$ cat config.mk
export PLATFORM = sky130hd
export DESIGN_NAME = control_unit
export DESIGN_NICKNAME = d
export VERILOG_FILES = /design/src/hw/isa_pkg.sv /design/src/hw/pipe_pkg.sv /design/src/hw/decode_if.sv /design/src/hw/control_unit.sv /design/src/hw/flush_control.sv /design/src/hw/hazard_tracker.sv /design/src/hw/instr_decoder.sv /design/src/hw/operand_forward.sv
export SDC_FILE = /design/constraint.sdc
export NUM_CORES = 1
export LEC_CHECK = 0
export ABC_AREA = 1
export BUFFER_PORTS_ARGS = -buffer_cell sky130_fd_sc_hd__buf_2
export CELL_PAD_IN_SITES_DETAIL_PLACEMENT = 1
export CELL_PAD_IN_SITES_GLOBAL_PLACEMENT = 2
export CORE_UTILIZATION = 22
export CTS_CLUSTER_SIZE = 20
export DETAILED_ROUTE_END_ITERATION = 10
export HOLD_SLACK_MARGIN = 0.06
export PLACE_DENSITY_LB_ADDON = 0.12
export REMOVE_ABC_BUFFERS = 1
export SLEW_MARGIN = 10
export SYNTH_ARGS = -nofsm -noshare
export SYNTH_HDL_FRONTEND = slang
export SYNTH_SLANG_ARGS = --single-unit
$ cat constraint.sdc
create_clock -name clk -period 2 [get_ports clk]
set_clock_uncertainty 0.05 [all_clocks]
set_input_delay 0.3 -clock clk [delete_from_list [all_inputs] [get_ports clk]]
set_output_delay 0.3 -clock clk [all_outputs]
set_load 0.01 [all_outputs]
$ cat src/hw/isa_pkg.sv
package isa_pkg;

    // ----------------------------------------
    // Instruction fields
    // ----------------------------------------
    typedef enum logic [3:0] {
        OPC_NOP         = 4'd0,
        OPC_MOV         = 4'd1,
        OPC_ADD         = 4'd2,
        OPC_SUB         = 4'd3,
        OPC_AND         = 4'd4,
        OPC_OR          = 4'd5,
        OPC_SHIFT       = 4'd6,   // RLC, RRC, SETC, CLRC
        OPC_STACK_IO    = 4'd7,   // PUSH, POP, OUT, IN
        OPC_UNARY       = 4'd8,   // NOT, NEG, INC, DEC
        OPC_JCOND       = 4'd9,
        OPC_LOOP        = 4'd10,
        OPC_JUMP        = 4'd11,  // JMP, CALL, RET, RTI
        OPC_LDI_LDD_STD = 4'd12,  // Two-byte forms
        OPC_LOAD_IND    = 4'd13,
        OPC_STORE_IND   = 4'd14
    } opcode_e;

    typedef logic [1:0] reg_idx_t;

    localparam reg_idx_t SP_REG = 2'd3;  // R3 doubles as stack pointer

    // ----------------------------------------
    // Datapath control encodings
    // ----------------------------------------
    typedef enum logic [3:0] {
        ALU_MOV_A = 4'd0,  ALU_MOV_B = 4'd1,  ALU_ADD  = 4'd2,  ALU_SUB   = 4'd3,
        ALU_AND   = 4'd4,  ALU_OR    = 4'd5,  ALU_DEC  = 4'd6,  ALU_INC   = 4'd7,
        ALU_NEG   = 4'd8,  ALU_NOT   = 4'd9,  ALU_RLC  = 4'd10, ALU_RRC   = 4'd11,
        ALU_SETC  = 4'd12, ALU_CLRC  = 4'd13, ALU_DEC_A = 4'd14
    } alu_op_e;

    typedef enum logic [2:0] {
        JMP_NONE = 3'd0, JMP_JZ  = 3'd1, JMP_JN  = 3'd2, JMP_JC   = 3'd3,
        JMP_JV   = 3'd4, JMP_JMP = 3'd5, JMP_RET = 3'd6, JMP_LOOP = 3'd7
    } jmp_kind_e;

    typedef enum logic [1:0] {
        FLAG_KEEP = 2'd0,
        FLAG_ZN   = 2'd1,  // Zero and negative only
        FLAG_ALL  = 2'd2
    } flag_mode_e;

    typedef enum logic [1:0] {
        MEMRD_ALU = 2'd0,
        MEMRD_MEM = 2'd1
    } mem_read_e;

endpackage

$ cat src/hw/pipe_pkg.sv
package pipe_pkg;

    typedef enum logic [1:0] {
        SRCA_REG    = 2'd0,
        SRCA_IMM    = 2'd1,
        SRCA_FWD    = 2'd2,
        SRCA_INPORT = 2'd3
    } src_a_e;

    typedef enum logic [1:0] {
        SRCB_REG = 2'd0,
        SRCB_PC  = 2'd1,
        SRCB_FWD = 2'd2
    } src_b_e;

    typedef enum logic [1:0] {
        FWD_EX  = 2'd0,  // ALU result
        FWD_MEM = 2'd1,  // Memory stage output
        FWD_WB  = 2'd2   // Write-back value
    } fwd_src_e;

    // One in-flight register write
    typedef struct packed {
        logic              from_mem;
        logic              writes;
        isa_pkg::reg_idx_t dest;
    } write_rec_t;

    typedef enum logic [2:0] {
        FL_IDLE   = 3'd0,
        FL_UNCOND = 3'd1,
        FL_DELAY1 = 3'd2,
        FL_DELAY2 = 3'd3,
        FL_COND   = 3'd4
    } flush_state_e;

endpackage

$ cat src/hw/decode_if.sv
interface decode_if;

    logic               uses_reg;   // Operand comes from the register file
    isa_pkg::reg_idx_t  reg_sel;
    logic               fwd_hit;
    pipe_pkg::fwd_src_e fwd_src;
    logic               stall_req;  // Load-use on this operand

    modport decoder (
        output uses_reg,
        output reg_sel
    );

    modport resolver (
        input  uses_reg,
        input  reg_sel,
        output fwd_hit,
        output fwd_src,
        output stall_req
    );

endinterface

$ cat src/hw/control_unit.sv
module control_unit (
    input  logic                 clk,
    input  logic                 reset,
    input  logic [7:0]           i_instr,
    input  logic                 i_branch_taken,
    output logic                 o_stall_f,
    output logic                 o_stall_d,
    output logic                 o_flush_f,
    output logic                 o_flush_d,
    output logic                 o_flush_ex,
    output logic                 o_reg_write,
    output isa_pkg::mem_read_e   o_mem_read,
    output logic                 o_mem_write,
    output isa_pkg::alu_op_e     o_alu_op,
    output isa_pkg::flag_mode_e  o_flag_change,
    output isa_pkg::reg_idx_t    o_reg_1,
    output isa_pkg::reg_idx_t    o_reg_2,
    output pipe_pkg::src_a_e     o_src_a,
    output pipe_pkg::src_b_e     o_src_b,
    output pipe_pkg::fwd_src_e   o_fwd_src_a,
    output pipe_pkg::fwd_src_e   o_fwd_src_b,
    output isa_pkg::reg_idx_t    o_wb_sel,
    output logic                 o_sp_inc,
    output logic                 o_sp_dec,
    output logic                 o_read_out,
    output isa_pkg::jmp_kind_e   o_jmp_chk,
    output logic                 o_store_pc,
    output logic                 o_return_flags,
    output logic                 o_wb_from_mem
);

    pipe_pkg::src_a_e     dec_src_a;
    pipe_pkg::src_b_e     dec_src_b;
    pipe_pkg::write_rec_t dec_rec;
    pipe_pkg::write_rec_t rec_ex;
    pipe_pkg::write_rec_t rec_mem;
    pipe_pkg::write_rec_t rec_wb;
    logic                 stall;

    decode_if op_if [2] ();  // Operand A, operand B

    instr_decoder u_dec (
        .i_instr        (i_instr),
        .o_reg_write    (o_reg_write),
        .o_mem_read     (o_mem_read),
        .o_mem_write    (o_mem_write),
        .o_alu_op       (o_alu_op),
        .o_flag_change  (o_flag_change),
        .o_reg_1        (o_reg_1),
        .o_reg_2        (o_reg_2),
        .o_src_a        (dec_src_a),
        .o_src_b        (dec_src_b),
        .o_wb_sel       (o_wb_sel),
        .o_sp_inc       (o_sp_inc),
        .o_sp_dec       (o_sp_dec),
        .o_read_out     (o_read_out),
        .o_jmp_chk      (o_jmp_chk),
        .o_store_pc     (o_store_pc),
        .o_return_flags (o_return_flags),
        .o_wb_from_mem  (o_wb_from_mem),
        .opa            (op_if[0]),
        .opb            (op_if[1])
    );

    for (genvar g = 0; g < 2; g++) begin : g_fwd
        operand_forward u_fwd (
            .res       (op_if[g]),
            .i_rec_ex  (rec_ex),
            .i_rec_mem (rec_mem),
            .i_rec_wb  (rec_wb)
        );
    end

    assign dec_rec = '{from_mem: o_wb_from_mem, writes: o_reg_write, dest: o_wb_sel};

    hazard_tracker u_haz (
        .clk           (clk),
        .reset         (reset),
        .i_stall_req_a (op_if[0].stall_req),
        .i_stall_req_b (op_if[1].stall_req),
        .i_dec_rec     (dec_rec),
        .o_stall       (stall),
        .o_rec_ex      (rec_ex),
        .o_rec_mem     (rec_mem),
        .o_rec_wb      (rec_wb)
    );

    flush_control u_flush (
        .clk            (clk),
        .reset          (reset),
        .i_jmp_chk      (o_jmp_chk),
        .i_stall        (stall),
        .i_branch_taken (i_branch_taken),
        .o_flush_f      (o_flush_f),
        .o_flush_d      (o_flush_d),
        .o_flush_ex     (o_flush_ex)
    );

    // ----------------------------------------
    // Operand source after forwarding
    // ----------------------------------------
    assign o_src_a     = op_if[0].fwd_hit ? pipe_pkg::SRCA_FWD : dec_src_a;
    assign o_src_b     = op_if[1].fwd_hit ? pipe_pkg::SRCB_FWD : dec_src_b;
    assign o_fwd_src_a = op_if[0].fwd_src;
    assign o_fwd_src_b = op_if[1].fwd_src;

    assign o_stall_f = stall;  // Fetch and decode always hold together
    assign o_stall_d = stall;

endmodule

$ cat src/hw/flush_control.sv
module flush_control (
    input  logic               clk,
    input  logic               reset,
    input  isa_pkg::jmp_kind_e i_jmp_chk,
    input  logic               i_stall,
    input  logic               i_branch_taken,
    output logic               o_flush_f,
    output logic               o_flush_d,
    output logic               o_flush_ex
);

    pipe_pkg::flush_state_e state;
    pipe_pkg::flush_state_e state_nxt;

    // ----------------------------------------
    // Jump FSM
    // ----------------------------------------
    always_comb begin
        state_nxt = state;
        case (state)
            pipe_pkg::FL_IDLE: begin
                if (!i_stall) begin  // Stalled jump waits to be re-presented
                    case (i_jmp_chk)
                        isa_pkg::JMP_JMP: state_nxt = pipe_pkg::FL_UNCOND;
                        isa_pkg::JMP_RET: state_nxt = pipe_pkg::FL_DELAY1;
                        isa_pkg::JMP_JZ, isa_pkg::JMP_JN, isa_pkg::JMP_JC,
                        isa_pkg::JMP_JV, isa_pkg::JMP_LOOP: state_nxt = pipe_pkg::FL_COND;
                        default: state_nxt = pipe_pkg::FL_IDLE;
                    endcase
                end
            end
            pipe_pkg::FL_DELAY1: state_nxt = pipe_pkg::FL_DELAY2;  // Return address from memory
            default:             state_nxt = pipe_pkg::FL_IDLE;
        endcase
    end

    always_ff @(posedge clk) begin
        if (reset) begin
            state <= pipe_pkg::FL_IDLE;
        end else begin
            state <= state_nxt;
        end
    end

    assign o_flush_f  = (state == pipe_pkg::FL_UNCOND) || (state == pipe_pkg::FL_DELAY2) ||
                        ((state == pipe_pkg::FL_COND) && i_branch_taken);
    assign o_flush_d  = o_flush_f;                       // Both front stages hold wrong path
    assign o_flush_ex = (state == pipe_pkg::FL_DELAY2);  // RET also squashes EX

    a_ex_with_f: assert property (@(posedge clk) disable iff (reset)
        o_flush_ex |-> o_flush_f)
        else $error("EX flushed without fetch flush");

endmodule

$ cat src/hw/hazard_tracker.sv
module hazard_tracker (
    input  logic                 clk,
    input  logic                 reset,
    input  logic                 i_stall_req_a,
    input  logic                 i_stall_req_b,
    input  pipe_pkg::write_rec_t i_dec_rec,
    output logic                 o_stall,
    output pipe_pkg::write_rec_t o_rec_ex,
    output pipe_pkg::write_rec_t o_rec_mem,
    output pipe_pkg::write_rec_t o_rec_wb
);

    assign o_stall = i_stall_req_a | i_stall_req_b;

    // ----------------------------------------
    // Write record shift chain
    // ----------------------------------------
    always_ff @(posedge clk) begin
        if (reset) begin
            o_rec_ex  <= '0;
            o_rec_mem <= '0;
            o_rec_wb  <= '0;
        end else begin
            o_rec_ex  <= o_stall ? '0 : i_dec_rec;  // Bubble while decode holds
            o_rec_mem <= o_rec_ex;
            o_rec_wb  <= o_rec_mem;
        end
    end

    // Only a load still in EX may hold up decode
    a_stall_on_load: assert property (@(posedge clk) disable iff (reset)
        o_stall |-> (o_rec_ex.writes && o_rec_ex.from_mem))
        else $error("stall without a load in EX");

endmodule

$ cat src/hw/instr_decoder.sv
module instr_decoder (
    input  logic [7:0]           i_instr,
    output logic                 o_reg_write,
    output isa_pkg::mem_read_e   o_mem_read,
    output logic                 o_mem_write,
    output isa_pkg::alu_op_e     o_alu_op,
    output isa_pkg::flag_mode_e  o_flag_change,
    output isa_pkg::reg_idx_t    o_reg_1,
    output isa_pkg::reg_idx_t    o_reg_2,
    output pipe_pkg::src_a_e     o_src_a,
    output pipe_pkg::src_b_e     o_src_b,
    output isa_pkg::reg_idx_t    o_wb_sel,
    output logic                 o_sp_inc,
    output logic                 o_sp_dec,
    output logic                 o_read_out,
    output isa_pkg::jmp_kind_e   o_jmp_chk,
    output logic                 o_store_pc,
    output logic                 o_return_flags,
    output logic                 o_wb_from_mem,
    decode_if.decoder            opa,
    decode_if.decoder            opb
);

    isa_pkg::opcode_e  opcode;
    isa_pkg::reg_idx_t ra;
    isa_pkg::reg_idx_t rb;

    assign opcode = isa_pkg::opcode_e'(i_instr[7:4]);
    assign ra     = i_instr[3:2];
    assign rb     = i_instr[1:0];  // Also selects the sub-operation

    // ----------------------------------------
    // Control table
    // ----------------------------------------
    always_comb begin
        o_reg_write    = 1'b0;
        o_mem_read     = isa_pkg::MEMRD_ALU;
        o_mem_write    = 1'b0;
        o_alu_op       = isa_pkg::ALU_MOV_A;
        o_flag_change  = isa_pkg::FLAG_KEEP;
        o_reg_1        = ra;
        o_reg_2        = rb;
        o_src_a        = pipe_pkg::SRCA_IMM;
        o_src_b        = pipe_pkg::SRCB_PC;
        o_wb_sel       = ra;
        o_sp_inc       = 1'b0;
        o_sp_dec       = 1'b0;
        o_read_out     = 1'b0;
        o_jmp_chk      = isa_pkg::JMP_NONE;
        o_store_pc     = 1'b0;
        o_return_flags = 1'b0;
        o_wb_from_mem  = 1'b0;
        case (opcode)
            isa_pkg::OPC_MOV: begin
                o_reg_write = 1'b1;
                o_alu_op    = isa_pkg::ALU_MOV_B;
                o_src_b     = pipe_pkg::SRCB_REG;
            end
            isa_pkg::OPC_ADD, isa_pkg::OPC_SUB, isa_pkg::OPC_AND, isa_pkg::OPC_OR: begin
                o_reg_write = 1'b1;
                o_src_a     = pipe_pkg::SRCA_REG;
                o_src_b     = pipe_pkg::SRCB_REG;
                case (opcode)
                    isa_pkg::OPC_ADD: o_alu_op = isa_pkg::ALU_ADD;
                    isa_pkg::OPC_SUB: o_alu_op = isa_pkg::ALU_SUB;
                    isa_pkg::OPC_AND: o_alu_op = isa_pkg::ALU_AND;
                    default:          o_alu_op = isa_pkg::ALU_OR;
                endcase
                o_flag_change = (opcode == isa_pkg::OPC_ADD || opcode == isa_pkg::OPC_SUB) ?
                                isa_pkg::FLAG_ALL : isa_pkg::FLAG_ZN;
            end
            isa_pkg::OPC_SHIFT: begin
                o_flag_change = isa_pkg::FLAG_ALL;
                case (rb)
                    2'd0:    o_alu_op = isa_pkg::ALU_RLC;
                    2'd1:    o_alu_op = isa_pkg::ALU_RRC;
                    2'd2:    o_alu_op = isa_pkg::ALU_SETC;
                    default: o_alu_op = isa_pkg::ALU_CLRC;
                endcase
                if (!rb[1]) begin  // Rotates write back
                    o_reg_write = 1'b1;
                    o_src_a     = pipe_pkg::SRCA_REG;
                end
            end
            isa_pkg::OPC_STACK_IO: begin
                case (rb)
                    2'd0: begin  // PUSH
                        o_src_a     = pipe_pkg::SRCA_REG;
                        o_mem_write = 1'b1;
                        o_sp_dec    = 1'b1;
                        o_reg_2     = isa_pkg::SP_REG;
                    end
                    2'd1: begin  // POP
                        o_reg_write   = 1'b1;
                        o_mem_read    = isa_pkg::MEMRD_MEM;
                        o_sp_inc      = 1'b1;
                        o_reg_2       = isa_pkg::SP_REG;
                        o_wb_from_mem = 1'b1;
                    end
                    2'd2: begin  // OUT
                        o_src_a    = pipe_pkg::SRCA_REG;
                        o_read_out = 1'b1;
                    end
                    default: begin  // IN
                        o_reg_write = 1'b1;
                        o_src_a     = pipe_pkg::SRCA_INPORT;
                    end
                endcase
            end
            isa_pkg::OPC_UNARY: begin
                o_reg_write = 1'b1;
                o_src_a     = pipe_pkg::SRCA_REG;
                case (rb)
                    2'd0:    o_alu_op = isa_pkg::ALU_NOT;
                    2'd1:    o_alu_op = isa_pkg::ALU_NEG;
                    2'd2:    o_alu_op = isa_pkg::ALU_INC;
                    default: o_alu_op = isa_pkg::ALU_DEC;
                endcase
                o_flag_change = (rb == 2'd0) ? isa_pkg::FLAG_ZN : isa_pkg::FLAG_ALL;
            end
            isa_pkg::OPC_JCOND: begin
                o_src_a = pipe_pkg::SRCA_REG;  // Target in ra
                case (rb)
                    2'd0:    o_jmp_chk = isa_pkg::JMP_JZ;
                    2'd1:    o_jmp_chk = isa_pkg::JMP_JN;
                    2'd2:    o_jmp_chk = isa_pkg::JMP_JC;
                    default: o_jmp_chk = isa_pkg::JMP_JV;
                endcase
            end
            isa_pkg::OPC_LOOP: begin
                o_reg_write = 1'b1;
                o_src_a     = pipe_pkg::SRCA_REG;
                o_alu_op    = isa_pkg::ALU_DEC_A;
                o_jmp_chk   = isa_pkg::JMP_LOOP;
            end
            isa_pkg::OPC_JUMP: begin
                case (rb)
                    2'd0: begin  // JMP
                        o_src_a   = pipe_pkg::SRCA_REG;
                        o_jmp_chk = isa_pkg::JMP_JMP;
                    end
                    2'd1: begin  // CALL
                        o_src_a     = pipe_pkg::SRCA_REG;
                        o_jmp_chk   = isa_pkg::JMP_JMP;
                        o_store_pc  = 1'b1;
                        o_mem_write = 1'b1;
                        o_sp_dec    = 1'b1;
                    end
                    default: begin  // RET, RTI
                        o_jmp_chk      = isa_pkg::JMP_RET;
                        o_mem_read     = isa_pkg::MEMRD_MEM;
                        o_sp_inc       = 1'b1;
                        o_return_flags = (rb == 2'd3);
                    end
                endcase
            end
            isa_pkg::OPC_LDI_LDD_STD: begin
                case (rb)
                    2'd0: begin  // LDI
                        o_reg_write = 1'b1;
                    end
                    2'd1: begin  // LDD
                        o_reg_write   = 1'b1;
                        o_mem_read    = isa_pkg::MEMRD_MEM;
                        o_wb_from_mem = 1'b1;
                    end
                    default: begin  // STD
                        o_mem_write = 1'b1;
                        o_reg_2     = ra;
                        o_src_b     = pipe_pkg::SRCB_REG;
                    end
                endcase
            end
            isa_pkg::OPC_LOAD_IND: begin
                o_reg_write   = 1'b1;
                o_reg_1       = rb;  // Address register
                o_src_a       = pipe_pkg::SRCA_REG;
                o_mem_read    = isa_pkg::MEMRD_MEM;
                o_wb_from_mem = 1'b1;
            end
            isa_pkg::OPC_STORE_IND: begin
                o_mem_write = 1'b1;
                o_reg_1     = rb;
                o_reg_2     = ra;  // Data register
                o_src_a     = pipe_pkg::SRCA_REG;
                o_src_b     = pipe_pkg::SRCB_REG;
            end
            default: begin
            end
        endcase
    end

    assign opa.uses_reg = (o_src_a == pipe_pkg::SRCA_REG);
    assign opa.reg_sel  = o_reg_1;
    assign opb.uses_reg = (o_src_b == pipe_pkg::SRCB_REG);
    assign opb.reg_sel  = o_reg_2;

endmodule

$ cat src/hw/operand_forward.sv
module operand_forward (
    decode_if.resolver           res,
    input  pipe_pkg::write_rec_t i_rec_ex,
    input  pipe_pkg::write_rec_t i_rec_mem,
    input  pipe_pkg::write_rec_t i_rec_wb
);

    logic hit_ex;
    logic hit_mem;
    logic hit_wb;

    assign hit_ex  = i_rec_ex.writes  && (i_rec_ex.dest  == res.reg_sel);
    assign hit_mem = i_rec_mem.writes && (i_rec_mem.dest == res.reg_sel);
    assign hit_wb  = i_rec_wb.writes  && (i_rec_wb.dest  == res.reg_sel);

    // Youngest matching write wins
    always_comb begin
        res.fwd_hit   = 1'b0;
        res.fwd_src   = pipe_pkg::FWD_EX;
        res.stall_req = 1'b0;
        if (res.uses_reg) begin
            if (hit_ex) begin
                res.stall_req = i_rec_ex.from_mem;   // Load data not ready yet
                res.fwd_hit   = !i_rec_ex.from_mem;
            end else if (hit_mem) begin
                res.fwd_hit = 1'b1;
                res.fwd_src = pipe_pkg::FWD_MEM;
            end else if (hit_wb) begin
                res.fwd_hit = 1'b1;
                res.fwd_src = pipe_pkg::FWD_WB;
            end
        end
    end

    always_comb begin
        a_hit_or_stall: assert (!(res.fwd_hit && res.stall_req))
            else $error("operand both forwarded and stalled");
    end

endmodule

==> metrics.txt <==
status=complete, but fails checks; failing checks=negative setup slack; Post-Syn Area=1400 µm²; Worst-path clk slew=0.06 ns; Worst Hold Class=in2reg; CP max FO=4; RSZ-0062 raised after global routing=true; final setup vio count=8; P&R area growth vs syn=85.3%; fraction of registers with async set or reset after synthesis=0%; Top Ports=49; min setup slack post-route=-0.142 ns; initial antenna violation count=0; area leader, netlist=dfxtp_1; Cell variety after synth=31; Final Hold Vio Count=0; core area=6030 µm²; share of the synthesized area in the top cell type=18.6%; first-pass GRT wire length=9100 µm; Worst R2R Setup Slack=0.33 ns; DRT Pass-1 Iters=4; Pwr per Cell Area=379 nW/µm²; vias per cell=4.40; CTS Root Cell=clkbuf_8; worst-case reg-to-reg path depth=11; yosys warns=0; origin of the critical flop-to-flop path=u_haz.o_rec_ex[0]; Residual DRC=0; critical path data arrival time=1.79 ns; total negative slack=-0.610 ns; Crit Path Category=in2out; Layout Nets=378; Iter 0 DRT Violations=43; vias in the first global route=1909; crit path launch type=input pin; Worst Hold Launch=reset; count leader, synth=nand2_1; # diodes=0; Post-synth EDFFs=0; Initial Util=23.2%; Hold Path Depth=2; largest cells by area after synthesis=dfxtp_1, nand2_1, nor2_1, inv_1, ha_1; Post-Route WL=5790 µm; port bufs=47; largest net degree at the start of global routing=8; Placer Congestion=0.825; clock latency on the worst-skew pair=0.24 ns; register bit total from synthesis=13; total die area=6690 µm²; worst endpoint required time=1.65 ns; Power Total=0.000984 W; Slew Viols, Final=0; Reg2Reg Capture Point=u_haz.o_rec_ex[2]; Final period util=107%; synth cell count leaders=nand2_1, nor2_1, inv_1; DRT antenna net count=0; routed len/inst=13.3 µm; clock sinks=13; Critical Path End Type=output port; # rows=28; fraction of final layout cells sized beyond drive strength 1=52.1%; LEAKAGE=1.40 nW; main flop type after synthesis=dfxtp_1; Post-Syn Area per Cell=5.83 µm²; chip height=81.8 µm; Seq/Total Area, Yosys=18.6%; GR Overflow Total=0; htree depth=1; Max clock buf depth=2; Final HPWL DP=4800 µm; Endpoint, Worst Hold=u_haz.o_rec_mem[2]; Die Width=81.8 µm; highest clock rate=467 MHz; TritonCTS clock tree=yes; pre-CTS WS=-0.377 ns; min cycle time layout=2.14 ns; VDD IR-drop max=228 µV; Via Count=1917; GRT Util Overall=18.3%; Mapped Cells=240; number of buffers created by CTS=3; max_cap viols=0; hold_buf cts=0
-- worst max-delay path, cell delays in order --
cell and delay, ns:
buf_8 0.09, inv_8 0.04, ha_4 0.16, nor2_4 0.14, inv_2 0.06, a21oi_2 0.15, nand2_1 0.09, nand3_2 0.11
xor2_1 0.16, nand4_1 0.13, buf_4 0.16, nand2_2 0.04, nor2_1 0.03, buf_2 0.13
-- stage by stage --
stage               hold slack (ns)  std cells  area (µm²)  util (%)
detailed placement            0.424        418        2160      35.9
finish                        0.263        436        2590      43.0
global placement              0.413        418        2160      35.9
floorplan                     0.321        234        1360         -
global route                  0.273        436        2590      43.0
CTS                           0.265        432        2500      41.5
-- registers in the layout, summed over array words and instances (netlist names) --
name,flops
u_haz.o_rec_mem,3
u_flush.state,3
u_haz.o_rec_ex,4
u_haz.o_rec_wb,3
-- cell families (layout without fill, tap and decap cells) --
kind of cell,count (synthesis),count (layout),synth area share [%]
buf+inv,51,172,15.3
compound gates,29,29,12.7
xor+xnor,7,7,4.92
fa+ha+maj,5,5,4.47
simple gates,134,134,43.8
flops,13,13,18.6
other cells,1,1,0.268
-- final cells by class --
class / instances / area (µm²)
fill: 821 / 3430
multi-input combinational: 176 / 1120
timing repair buffer: 123 / 885
sequential: 13 / 260
inverter: 45 / 191
tap: 75 / 93.8
clock buffer: 4 / 45.0
-- layout by cell type, fill, tap and decap left out, types with 3 or more instances in the layout --
master / instances
buf_4: 75
o22ai_1: 3
ha_4: 3
o21ai_1: 3
nand2_4: 4
nor2_2: 6
buf_2: 39
nand2_1: 46
xor2_1: 5
o21ai_0: 8
nand3_1: 10
inv_1: 32
clkbuf_8: 3
o211ai_1: 3
a21oi_2: 4
nor3_2: 5
dfxtp_1: 13
nor2_4: 5
nand2_2: 11
inv_2: 8
nand4_1: 5
buf_6: 5
nor2_1: 34
-- report_power, final --
group          switching (W)  total, W  internal [W]
sequential        0.00000876  0.000280      0.000271
clock              0.0000961  0.000237      0.000141
combinational       0.000247  0.000467      0.000220
-- worst max-delay path by stage --
stage / from / to / slack, ns / cells past startpoint
2_1_floorplan: i_instr[0] / o_src_b[1] / -0.16 / 12
3_3_place_gp: i_instr[0] / o_src_b[1] / -0.25 / 14
3_5_place_dp: i_instr[0] / o_src_b[1] / -0.38 / 14
4_1_cts: i_instr[1] / o_src_b[1] / -0.12 / 14
5_1_grt: i_instr[1] / o_fwd_src_b[1] / -0.25 / 14
6_report: i_instr[1] / o_fwd_src_b[1] / -0.14 / 14
-- routing by layer --
layer	GRT usage, %	vias to the layer above	part of all wire [%]
met2	34.6	40	53
met4	3.68	0	1.2
met5	0	-	0
met1	21.0	883	43
met3	3.44	6	3.7
li1	-	988	-
-- what timing repair did --
item	in CTS	in global routing
pin swaps	23	21
gates resized for setup	54	21
endpoints found under the setup margin	11	21
setup buffers	11	4
gates cloned	0	0
Note: power is estimated with default switching activity, not from simulation.
